**config.mk**
```make
export PLATFORM = sky130hd
export DESIGN_NAME = aes_kv_top
export DESIGN_NICKNAME = d
export VERILOG_FILES = /design/src/rtl/aes_kv_pkg.sv /design/src/rtl/aes_edn_arbiter.sv /design/src/rtl/aes_kv_capture.sv /design/src/rtl/aes_kv_decode.sv /design/src/rtl/aes_kv_output.sv /design/src/rtl/aes_kv_top.sv
export SDC_FILE = /design/constraint.sdc
export NUM_CORES = 1
export LEC_CHECK = 0
export BUFFER_PORTS_ARGS = -buffer_cell sky130_fd_sc_hd__buf_2
export CAP_MARGIN = 30
export CORE_AREA = 10 10 295 297
export DETAILED_ROUTE_END_ITERATION = 8
export DIE_AREA = 0 0 305 307
export GPL_TIMING_DRIVEN = 0
export SYNTH_ARGS = -nofsm -noshare
export SYNTH_HDL_FRONTEND = slang
export SYNTH_HIERARCHICAL = 1
export SYNTH_SLANG_ARGS = --single-unit
export TNS_END_PERCENT = 1
```
**constraint.sdc**
```tcl
create_clock -name clk_i -period 3.5 [get_ports clk_i]
set_input_delay 0.175 -clock clk_i [delete_from_list [all_inputs] [get_ports clk_i]]
set_output_delay 0.175 -clock clk_i [all_outputs]
set_load 0.05 [all_outputs]
```
**src/rtl/aes_kv_pkg.sv**
```systemverilog
// Shared widths, command and capture state encodings
// Packed structs for core output, host command, decode events and entropy

package aes_kv_pkg;

  ////////////////////
  // Widths
  ////////////////////

  parameter int unsigned DataWidth    = 32;
  parameter int unsigned NumDataWords = 4;
  parameter int unsigned BlockWidth   = DataWidth * NumDataWords;
  parameter int unsigned EntropyWidth = 32;

  typedef logic [BlockWidth-1:0] block_t;

  ////////////////////
  // Encodings
  ////////////////////

  // Host command opcodes
  typedef enum logic [1:0] {
    CMD_NOP      = 2'b00,
    CMD_START    = 2'b01,
    CMD_START_KV = 2'b10,
    CMD_KV_DONE  = 2'b11
  } cmd_op_e;

  // Capture engine states
  typedef enum logic [1:0] {
    CAP_IDLE = 2'b00,
    CAP_RUN  = 2'b01,
    CAP_HOLD = 2'b10
  } capture_state_e;

  ////////////////////
  // Bundles
  ////////////////////

  // One output block from the cipher core
  typedef struct packed {
    logic   valid;
    block_t data;
  } core_out_t;

  typedef struct packed {
    logic    valid;
    cmd_op_e op;
  } cmd_t;

  // Single-cycle pulses from decode to capture
  typedef struct packed {
    logic start_kv;
    logic start_plain;
    logic kv_done;
    logic idle_rise;
    logic idle_fall;
  } decode_evt_t;

  typedef struct packed {
    logic clearing_req;
    logic masking_req;
  } edn_req_t;

  typedef struct packed {
    logic clearing_ack;
    logic masking_ack;
  } edn_ack_t;

endpackage

```
**src/rtl/aes_edn_arbiter.sv**
```systemverilog
// Entropy request arbiter for the clearing and masking PRNGs
// Clearing has priority, the shared request is held until acknowledged

`timescale 1ns/1ps

module aes_edn_arbiter (
  input  logic                  clk_i,
  input  logic                  rst_ni,
  input  aes_kv_pkg::edn_req_t  req_i,
  input  logic                  edn_ack_i,
  output logic                  edn_req_o,
  output aes_kv_pkg::edn_ack_t  ack_o
);

  logic req_any;
  logic hold_d, hold_q;

  assign req_any = req_i.clearing_req | req_i.masking_req;

  // A request dropped early stays asserted toward the source until its ack
  assign edn_req_o = req_any | hold_q;
  assign hold_d    = (hold_q | edn_req_o) & ~edn_ack_i;

  always_ff @(posedge clk_i or negedge rst_ni) begin
    if (!rst_ni) begin
      hold_q <= 1'b0;
    end else begin
      hold_q <= hold_d;
    end
  end

  // Ack goes only to a PRNG that is requesting right now
  assign ack_o.clearing_ack = req_i.clearing_req & edn_ack_i;
  assign ack_o.masking_ack  = ~req_i.clearing_req & req_i.masking_req & edn_ack_i;

endmodule

```
**src/rtl/aes_kv_capture.sv**
```systemverilog
// Key-vault capture engine
// Capture FSM, wrapping chunk counter and the key-vault buffer

`timescale 1ns/1ps

module aes_kv_capture #(
  parameter int unsigned NumChunks = 4
) (
  input  logic                                     clk_i,
  input  logic                                     rst_ni,
  input  aes_kv_pkg::decode_evt_t                  evt_i,
  input  aes_kv_pkg::core_out_t                    core_out_i,
  output logic                                     intercept_o,
  output aes_kv_pkg::block_t [NumChunks-1:0]       kv_data_o,
  output logic                                     kv_valid_o
);

  localparam int unsigned CntWidth = $clog2(NumChunks);

  aes_kv_pkg::capture_state_e         state_d, state_q;
  logic [CntWidth-1:0]                chunk_cnt_q;
  aes_kv_pkg::block_t [NumChunks-1:0] kv_buf_q;
  logic                               start_accept;
  logic                               store_en;
  logic                               clear_buf;

  // While the buffer is held for the client, new starts are not taken
  assign start_accept = (evt_i.start_kv | evt_i.start_plain) &
                        (state_q != aes_kv_pkg::CAP_HOLD);
  assign store_en     = (state_q == aes_kv_pkg::CAP_RUN) & core_out_i.valid & ~start_accept;
  assign clear_buf    = (state_q == aes_kv_pkg::CAP_HOLD) & evt_i.kv_done;

  ////////////////////
  // FSM
  ////////////////////

  always_comb begin
    state_d = state_q;
    unique case (state_q)
      aes_kv_pkg::CAP_IDLE: begin
        if (evt_i.start_kv) begin
          state_d = aes_kv_pkg::CAP_RUN;
        end
      end
      aes_kv_pkg::CAP_RUN: begin
        if (evt_i.start_plain) begin
          state_d = aes_kv_pkg::CAP_IDLE;
        end else if (!evt_i.start_kv && evt_i.idle_rise) begin
          // Core finished, buffer is complete
          state_d = aes_kv_pkg::CAP_HOLD;
        end
      end
      aes_kv_pkg::CAP_HOLD: begin
        if (evt_i.kv_done) begin
          state_d = aes_kv_pkg::CAP_IDLE;
        end
      end
      default: begin
        state_d = aes_kv_pkg::CAP_IDLE;
      end
    endcase
  end

  always_ff @(posedge clk_i or negedge rst_ni) begin
    if (!rst_ni) begin
      state_q <= aes_kv_pkg::CAP_IDLE;
    end else begin
      state_q <= state_d;
    end
  end

  ////////////////////
  // Chunk counter
  ////////////////////

  // Wraps by design when the core emits more blocks than there are slots
  always_ff @(posedge clk_i or negedge rst_ni) begin
    if (!rst_ni) begin
      chunk_cnt_q <= '0;
    end else if (start_accept) begin
      chunk_cnt_q <= '0;
    end else if (store_en) begin
      chunk_cnt_q <= chunk_cnt_q + 1'b1;
    end
  end

  ////////////////////
  // Key-vault buffer
  ////////////////////

  always_ff @(posedge clk_i or negedge rst_ni) begin
    if (!rst_ni) begin
      kv_buf_q <= '0;
    end else if (clear_buf) begin
      kv_buf_q <= '0;
    end else if (store_en) begin
      kv_buf_q[chunk_cnt_q] <= core_out_i.data;
    end
  end

  assign intercept_o = (state_q == aes_kv_pkg::CAP_RUN);
  assign kv_valid_o  = (state_q == aes_kv_pkg::CAP_HOLD);
  assign kv_data_o   = kv_buf_q;

endmodule

```
**src/rtl/aes_kv_decode.sv**
```systemverilog
// Host command decoder and core idle edge detector
// Produces registered one-cycle event pulses for the capture engine

`timescale 1ns/1ps

module aes_kv_decode (
  input  logic                     clk_i,
  input  logic                     rst_ni,
  input  aes_kv_pkg::cmd_t         cmd_i,
  input  logic                     core_idle_i,
  output aes_kv_pkg::decode_evt_t  evt_o
);

  aes_kv_pkg::decode_evt_t evt_d, evt_q;
  logic                    idle_prev_q;

  ////////////////////
  // Command decode
  ////////////////////

  always_comb begin
    evt_d = '0;
    if (cmd_i.valid) begin
      unique case (cmd_i.op)
        aes_kv_pkg::CMD_START: begin
          evt_d.start_plain = 1'b1;
        end
        aes_kv_pkg::CMD_START_KV: begin
          evt_d.start_kv = 1'b1;
        end
        aes_kv_pkg::CMD_KV_DONE: begin
          evt_d.kv_done = 1'b1;
        end
        default: begin
          // CMD_NOP
          evt_d.start_plain = 1'b0;
        end
      endcase
    end

    // Idle edges against the level seen on the previous edge
    evt_d.idle_rise = core_idle_i & ~idle_prev_q;
    evt_d.idle_fall = ~core_idle_i & idle_prev_q;
  end

  ////////////////////
  // Registers
  ////////////////////

  // Core is assumed idle out of reset, so no edge is reported at startup
  always_ff @(posedge clk_i or negedge rst_ni) begin
    if (!rst_ni) begin
      idle_prev_q <= 1'b1;
    end else begin
      idle_prev_q <= core_idle_i;
    end
  end

  always_ff @(posedge clk_i or negedge rst_ni) begin
    if (!rst_ni) begin
      evt_q <= '0;
    end else begin
      evt_q <= evt_d;
    end
  end

  assign evt_o = evt_q;

endmodule

```
**src/rtl/aes_kv_output.sv**
```systemverilog
// Software output path
// Conceals core data from software reads and routes the core read acknowledge

`timescale 1ns/1ps

module aes_kv_output (
  input  logic                   intercept_i,
  input  aes_kv_pkg::core_out_t  core_out_i,
  input  logic                   sw_read_i,
  output logic                   core_read_o,
  output aes_kv_pkg::block_t     sw_data_o
);

  always_comb begin
    if (intercept_i) begin
      // Key-vault mode acknowledges every block itself and hides the data
      core_read_o = core_out_i.valid;
      sw_data_o   = '0;
    end else begin
      // Software mode, the core holds its block until software reads it
      core_read_o = sw_read_i;
      sw_data_o   = core_out_i.data;
    end
  end

endmodule

```
**src/rtl/aes_kv_top.sv**
```systemverilog
// Key-vault wrapper top level
// Command decode, capture engine, software output path and entropy arbiter

`timescale 1ns/1ps

module aes_kv_top #(
  parameter int unsigned NumChunks = 4
) (
  input  logic                                clk_i,
  input  logic                                rst_ni,

  // Host command and cipher core side
  input  aes_kv_pkg::cmd_t                    cmd_i,
  input  aes_kv_pkg::core_out_t               core_out_i,
  input  logic                                core_idle_i,
  output logic                                core_read_o,

  // Software read path
  input  logic                                sw_read_i,
  output aes_kv_pkg::block_t                  sw_data_o,

  // Key-vault client
  output aes_kv_pkg::block_t [NumChunks-1:0]  kv_data_o,
  output logic                                kv_valid_o,

  // Entropy port
  input  aes_kv_pkg::edn_req_t                edn_req_i,
  input  logic                                edn_ack_i,
  output logic                                edn_req_o,
  output aes_kv_pkg::edn_ack_t                edn_ack_o
);

  aes_kv_pkg::decode_evt_t decode_evt;
  logic                    intercept;

  ////////////////////
  // Key-vault path
  ////////////////////

  aes_kv_decode u_decode (
    .clk_i       ( clk_i       ),
    .rst_ni      ( rst_ni      ),
    .cmd_i       ( cmd_i       ),
    .core_idle_i ( core_idle_i ),
    .evt_o       ( decode_evt  )
  );

  aes_kv_capture #(
    .NumChunks ( NumChunks )
  ) u_capture (
    .clk_i       ( clk_i       ),
    .rst_ni      ( rst_ni      ),
    .evt_i       ( decode_evt  ),
    .core_out_i  ( core_out_i  ),
    .intercept_o ( intercept   ),
    .kv_data_o   ( kv_data_o   ),
    .kv_valid_o  ( kv_valid_o  )
  );

  aes_kv_output u_output (
    .intercept_i ( intercept   ),
    .core_out_i  ( core_out_i  ),
    .sw_read_i   ( sw_read_i   ),
    .core_read_o ( core_read_o ),
    .sw_data_o   ( sw_data_o   )
  );

  ////////////////////
  // Entropy
  ////////////////////

  aes_edn_arbiter u_edn (
    .clk_i     ( clk_i     ),
    .rst_ni    ( rst_ni    ),
    .req_i     ( edn_req_i ),
    .edn_ack_i ( edn_ack_i ),
    .edn_req_o ( edn_req_o ),
    .ack_o     ( edn_ack_o )
  );

endmodule

```
# --- After elaboration in Yosys (flattened, before gate mapping) ---
# Cells that the tools add are included.
# W data, S select, Z words.
totals:
  inputBits: 139
  reg_bits: 522
  elab_cells: 66
  out_inout_bits: 645
classes:
  n_eq_ne: 9
  bitwise: 17
  reduce_logical: 7
  magnitude_cmp: 2
  addsub: 1
  muxes: 18
op_table:
  columns: ["op", "count"]
  rows:
  - ["$mux W512", 2]
  - ["$bwmux W512", 1]
  - ["$demux W128 S2", 1]
  - ["$mux W128", 2]
  - ["$mux W2", 6]
  - ["$and A1 B1 Y1", 9]
  - ["$eq A2 B2 Y1 const B", 3]
  - ["$pmux W2 S3", 1]
  - ["$eq A2 B1 Y1 const B", 2]
  - ["$mux W1", 4]
  - ["$ne A2 B2 Y1 const B", 2]
  - ["$not A1 Y1", 4]
  - ["$or A1 B1 Y1", 4]
  - ["$reduce_bool A2 Y1", 2]
  - ["$lt A2 B3 Y1 const B", 1]
  - ["$mux W3", 1]
  - ["$ne A3 B1 Y1 const B", 1]
  - ["$reduce_and A3 Y1", 1]
  - ["$add A2 B1 Y2 const B", 1]
  - ["$ge A2 B1 Y1 const B", 1]
  - ["$logic_and A1 B1 Y1", 2]
  - ["$logic_not A2 Y1", 1]
  - ["$ne A2 B1 Y1 const B", 1]
  - ["$logic_not A1 Y1", 1]

# --- Logic depth before layout (Yosys ltp) ---
logic_depth:
  ltp_word: 7
  ltp_mapped: 7
  ltp_nobuf: 4

# --- Hierarchy ---
# The synthesis kept the hierarchy.
by_module_without_submodules:
  columns: ["mod", "seq_area_each_um2", "instances", "area_each_um2", "cells_per_inst"]
  rows:
  - ["aes_kv_capture", 12912.4, 1, 21483.1, 1811]
  - ["aes_kv_output", 0.0, 1, 887.1, 143]
  - ["aes_kv_decode", 151.4, 1, 190.2, 11]
  - ["aes_edn_arbiter", 25.0, 1, 63.8, 6]

# --- Worst setup path after synthesis ---
# OpenSTA, ideal clock, no wires.
synth_path:
  path_kind: "register to output"
  from: "register u_capture.state_q[0]"
  to: "output port sw_data_o[116]"
  path_buffers: 3
  t_arrival_ns: 1.720
  path_stages_with_launch: 6
  path_slack_ns: 1.605
  t_required_ns: 3.325
  path_cell_list: "dfrtp_1 -> buf_4 -> and2b_1 -> buf_2 -> buf_4 -> nor2b_1"
synth_via:
  elab_chain_len: 2
synth_rtl:
  columns: ["item", "line_no", "text"]
  rows:
  - ["start: declaration", "aes_kv_capture.sv:20", "aes_kv_pkg::capture_state_e state_d, state_q;"]
  - ["start signal: assignment", "aes_kv_capture.sv:66", "state_q <= aes_kv_pkg::CAP_IDLE;"]
  - ["start signal: assignment", "aes_kv_capture.sv:68", "state_q <= state_d;"]
  - ["$eq A2 B1 Y1", "aes_kv_capture.sv:101", "assign intercept_o = (state_q == aes_kv_pkg::CAP_RUN);"]
  - ["net intercept", "aes_kv_top.sv:34", "logic intercept;"]
  - ["$mux W128", "aes_kv_output.sv:15", "if (intercept_i) begin"]
  - ["end: declaration", "aes_kv_top.sv:20", "output aes_kv_pkg::block_t sw_data_o,"]
# The timed path passes the listed nets, and every way through them passes these cells.

# --- Worst setup path in the final report ---
layout_path:
  from: "register u_capture.state_q[1]"
  to: "output port sw_data_o[33]"
# The elaborated chain is that of the path after synthesis.

==> flow_metrics.env <==
export IMPL_crit_path_start_kind="register"
export IMPL_finalHoldViolations=0
export IMPL_grtUsageTotal_pct=19.86
export IMPL_worst_path_most_repeated_cell="sky130_fd_sc_hd__buf_2"
export IMPL_via_per_inst=4.446
export IMPL_critPathBufInv=3
export IMPL_synth_cells=1969
export IMPL_hold_path_depth=3
export IMPL_cts_buffers_inserted=59
export IMPL_finalCritPeriodShare_pct=88.74
export IMPL_required_ns=3.32
export IMPL_maxClockFrequency_mhz=322.0
export IMPL_critical_path_max_fanout=10
export IMPL_clock_transition_at_path_regs_ns=0.06
export IMPL_r2r_cells=7
export IMPL_post_route_min_period_ns=3.106
export IMPL_row_count=105
export IMPL_num_nets_final=3096
export IMPL_min_path_type="in2reg"
export IMPL_clk_insertion_delay_late_ns=0.62
export IMPL_antenna_violating_nets_post_route=0
export IMPL_vias=18110
export IMPL_final_hold_worst_slack_ns=0.03811
export IMPL_status="completed"
export IMPL_critPathTopFamily="buffers and inverters"
export IMPL_worst_hold_path_endpoint="u_capture/kv_data_o[100]$_DFFE_PN0P_"
export IMPL_io_buffer_count=783
export IMPL_critical_path_reg2reg_endpoint="u_capture/kv_data_o[22]$_DFFE_PN0P_"
export IMPL_cts_root_buffer_cell="sky130_fd_sc_hd__clkbuf_16"
export IMPL_drive_gt1_share_pct=33.08
export IMPL_detail_route_iter0_violations=1037
export IMPL_r2r_start="u_capture/state_q[0]$_DFFE_PN0P_"
export IMPL_rsz0062_at_grt="false"
export IMPL_setup_worst_path_end_class="primary output"
export IMPL_fin_worst_skew_ns=0.02027
export IMPL_drc=0
export IMPL_slew_violations=0
export IMPL_number_of_violations_of_the_max_capacitance_limit=0
export IMPL_die_w_um=305
export IMPL_final_design_area_excluding_fillers_um2=31330
export IMPL_worst_ep_arrival_time_ns=2.93
export IMPL_first_pass_iters=5
export IMPL_cp_slowest_cell="sky130_fd_sc_hd__buf_2"
export IMPL_wl_mm=97.00
export IMPL_transition_time_of_the_tightest_slew_check_pin_ns=0.8718
export IMPL_io_pins=784
export IMPL_detailed_placer_s_ending_hpwl_mm=73.26
export IMPL_number_of_antenna_violations_at_the_first_check_in_global_routing=3
export IMPL_place_area_um2=28010
export IMPL_mappedNetlistNets=2112
export IMPL_clock_sinks=522
export IMPL_initial_standard_cell_utilization_of_the_core_pct=27.78
export IMPL_clock_path_buffers=3
export IMPL_global_route_wire_length_before_repair_mm=139.5
export IMPL_r2r_slack_ns=1.12
export IMPL_route_detailed_wl_per_inst_um=23.82
export IMPL_finish_cell_count_without_fillers=4073
export IMPL_clock_tree_from_tritoncts="built"
export IMPL_cts_resized=0
export IMPL_dieArea_um2=93640
export IMPL_die_y_um=307
export IMPL_synth_yosys_warnings=6
export IMPL_ctsHtreeMaxLevel=2
export IMPL_slew_headroom_pct=41.88
export IMPL_gpl_final_weighted_congestion=0.8408
export IMPL_placed_cells=3828
export IMPL_grt_max_degree=116
export IMPL_area_of_the_placeable_core_um2=81320
export IMPL_cp_slowest_stage_delay_ns=0.61
export IMPL_first_global_vias=19510
export IMPL_worst_path_stages=5
export IMPL_setup_viol=0
export IMPL_area_delta_synth_final_pct=38.67
export IMPL_synth_area_per_cell_um2=11.47
export IMPL_ordered_cell_list_for_the_critical_path="and2b_1 -> buf_2 -> buf_2 -> nor2b_1 -> buf_2"
export IMPL_synth_area_um2=22590
export IMPL_critical_path_class="reg2out"
export IMPL_grt_overflow=0
export IMPL_hold_path_startpoint="core_out_i[100]"
-- layer usage --
layer | GRT usage (%) | vias to the layer above | wire, um | share of wire [%]
met5 | 0 | - | 0 | 0
met4 | 5.679 | 0 | 2733 | 2.8
met3 | 5.882 | 135 | 7206 | 7.4
met2 | 34.87 | 671 | 48340 | 50
met1 | 23.16 | 9005 | 38720 | 40
li1 | - | 8297 | - | -
-- worst max path at each step --
| stage | from | end | slack [ns] |
|---|---|---|---|
| after floorplan | u_capture/state_q[0]$_DFFE_PN0P_ | sw_data_o[116] | 1.61 |
| after global placement | rst_ni | u_capture/kv_data_o[89]$_DFFE_PN0P_ | -9.29 |
| after detailed placement | u_capture/state_q[1]$_DFFE_PN0P_ | sw_data_o[30] | 0.95 |
| after CTS | u_capture/state_q[1]$_DFFE_PN0P_ | sw_data_o[30] | 0.27 |
| after global routing | u_capture/state_q[1]$_DFFE_PN0P_ | sw_data_o[33] | 0.20 |
| final | u_capture/state_q[1]$_DFFE_PN0P_ | sw_data_o[33] | 0.39 |
-- cell type report --
| type | count | area [um^2] |
|---|---|---|
| fill | 7997 | 49990 |
| sequential | 522 | 13060 |
| multi-input combinational | 1187 | 8143 |
| timing repair buffer | 923 | 5424 |
| clock buffer | 79 | 1662 |
| tap | 1070 | 1339 |
| buffer | 128 | 890.9 |
| inverter | 132 | 495.5 |
| clock inverter | 31 | 310.3 |
| antenna | 1 | 2.502 |
-- layout by cell type, fill, tap and decap left out, drive strengths merged, types with 2 or more instances in the layout --
cell,n
buf,884
dfrtp,521
nand2,516
mux2i,512
inv,135
dlygate4sd3,133
nor2b,126
clkbuf,113
clkinv,20
and2b,5
clkinvlp,4
bufinv,4
ha,4
nand3,4
nor2,2
nand3b,2
a21oi,2
and3b,2
-- worst reg2reg max path, cell delays in order, from the launching register on --
cell and delay [ns]:
sky130_fd_sc_hd__dfrtp_1 0.33, sky130_fd_sc_hd__buf_4 0.15, sky130_fd_sc_hd__nand3b_1 0.11, sky130_fd_sc_hd__buf_4 0.18
sky130_fd_sc_hd__buf_2 0.50, sky130_fd_sc_hd__clkbuf_1 0.73, sky130_fd_sc_hd__nand2_1 0.15, sky130_fd_sc_hd__mux2i_1 0.15
-- sequential cells by signal (all words and copies together), names as in the netlist --
name	count
u_capture/kv_data_o	512
u_capture/chunk_cnt_q	2
u_decode/idle_prev_q	1
u_decode/evt_o	4
u_capture/state_q	2
u_edn/hold_q	1
-- metrics by stage --
step	utilization [%]	TNS, ns	setup slack [ns]
6_report	38.53	0	0.3942
5_1_grt	38.52	0	0.1974
4_1_cts	38.50	0	0.2695
3_5_place_dp	34.45	0	0.9543
3_3_place_gp	34.25	-4792.24	-9.294
2_1_floorplan	-	0	1.605
-- repair_timing --
item                      in CTS  in global routing
buffers inserted               0                  0
hold endpoints to repair     626                  2
hold buffers                 132                  1
Power is not shown: default switching activity piles up to over one toggle a cycle in this logic, so the estimate is an artifact.
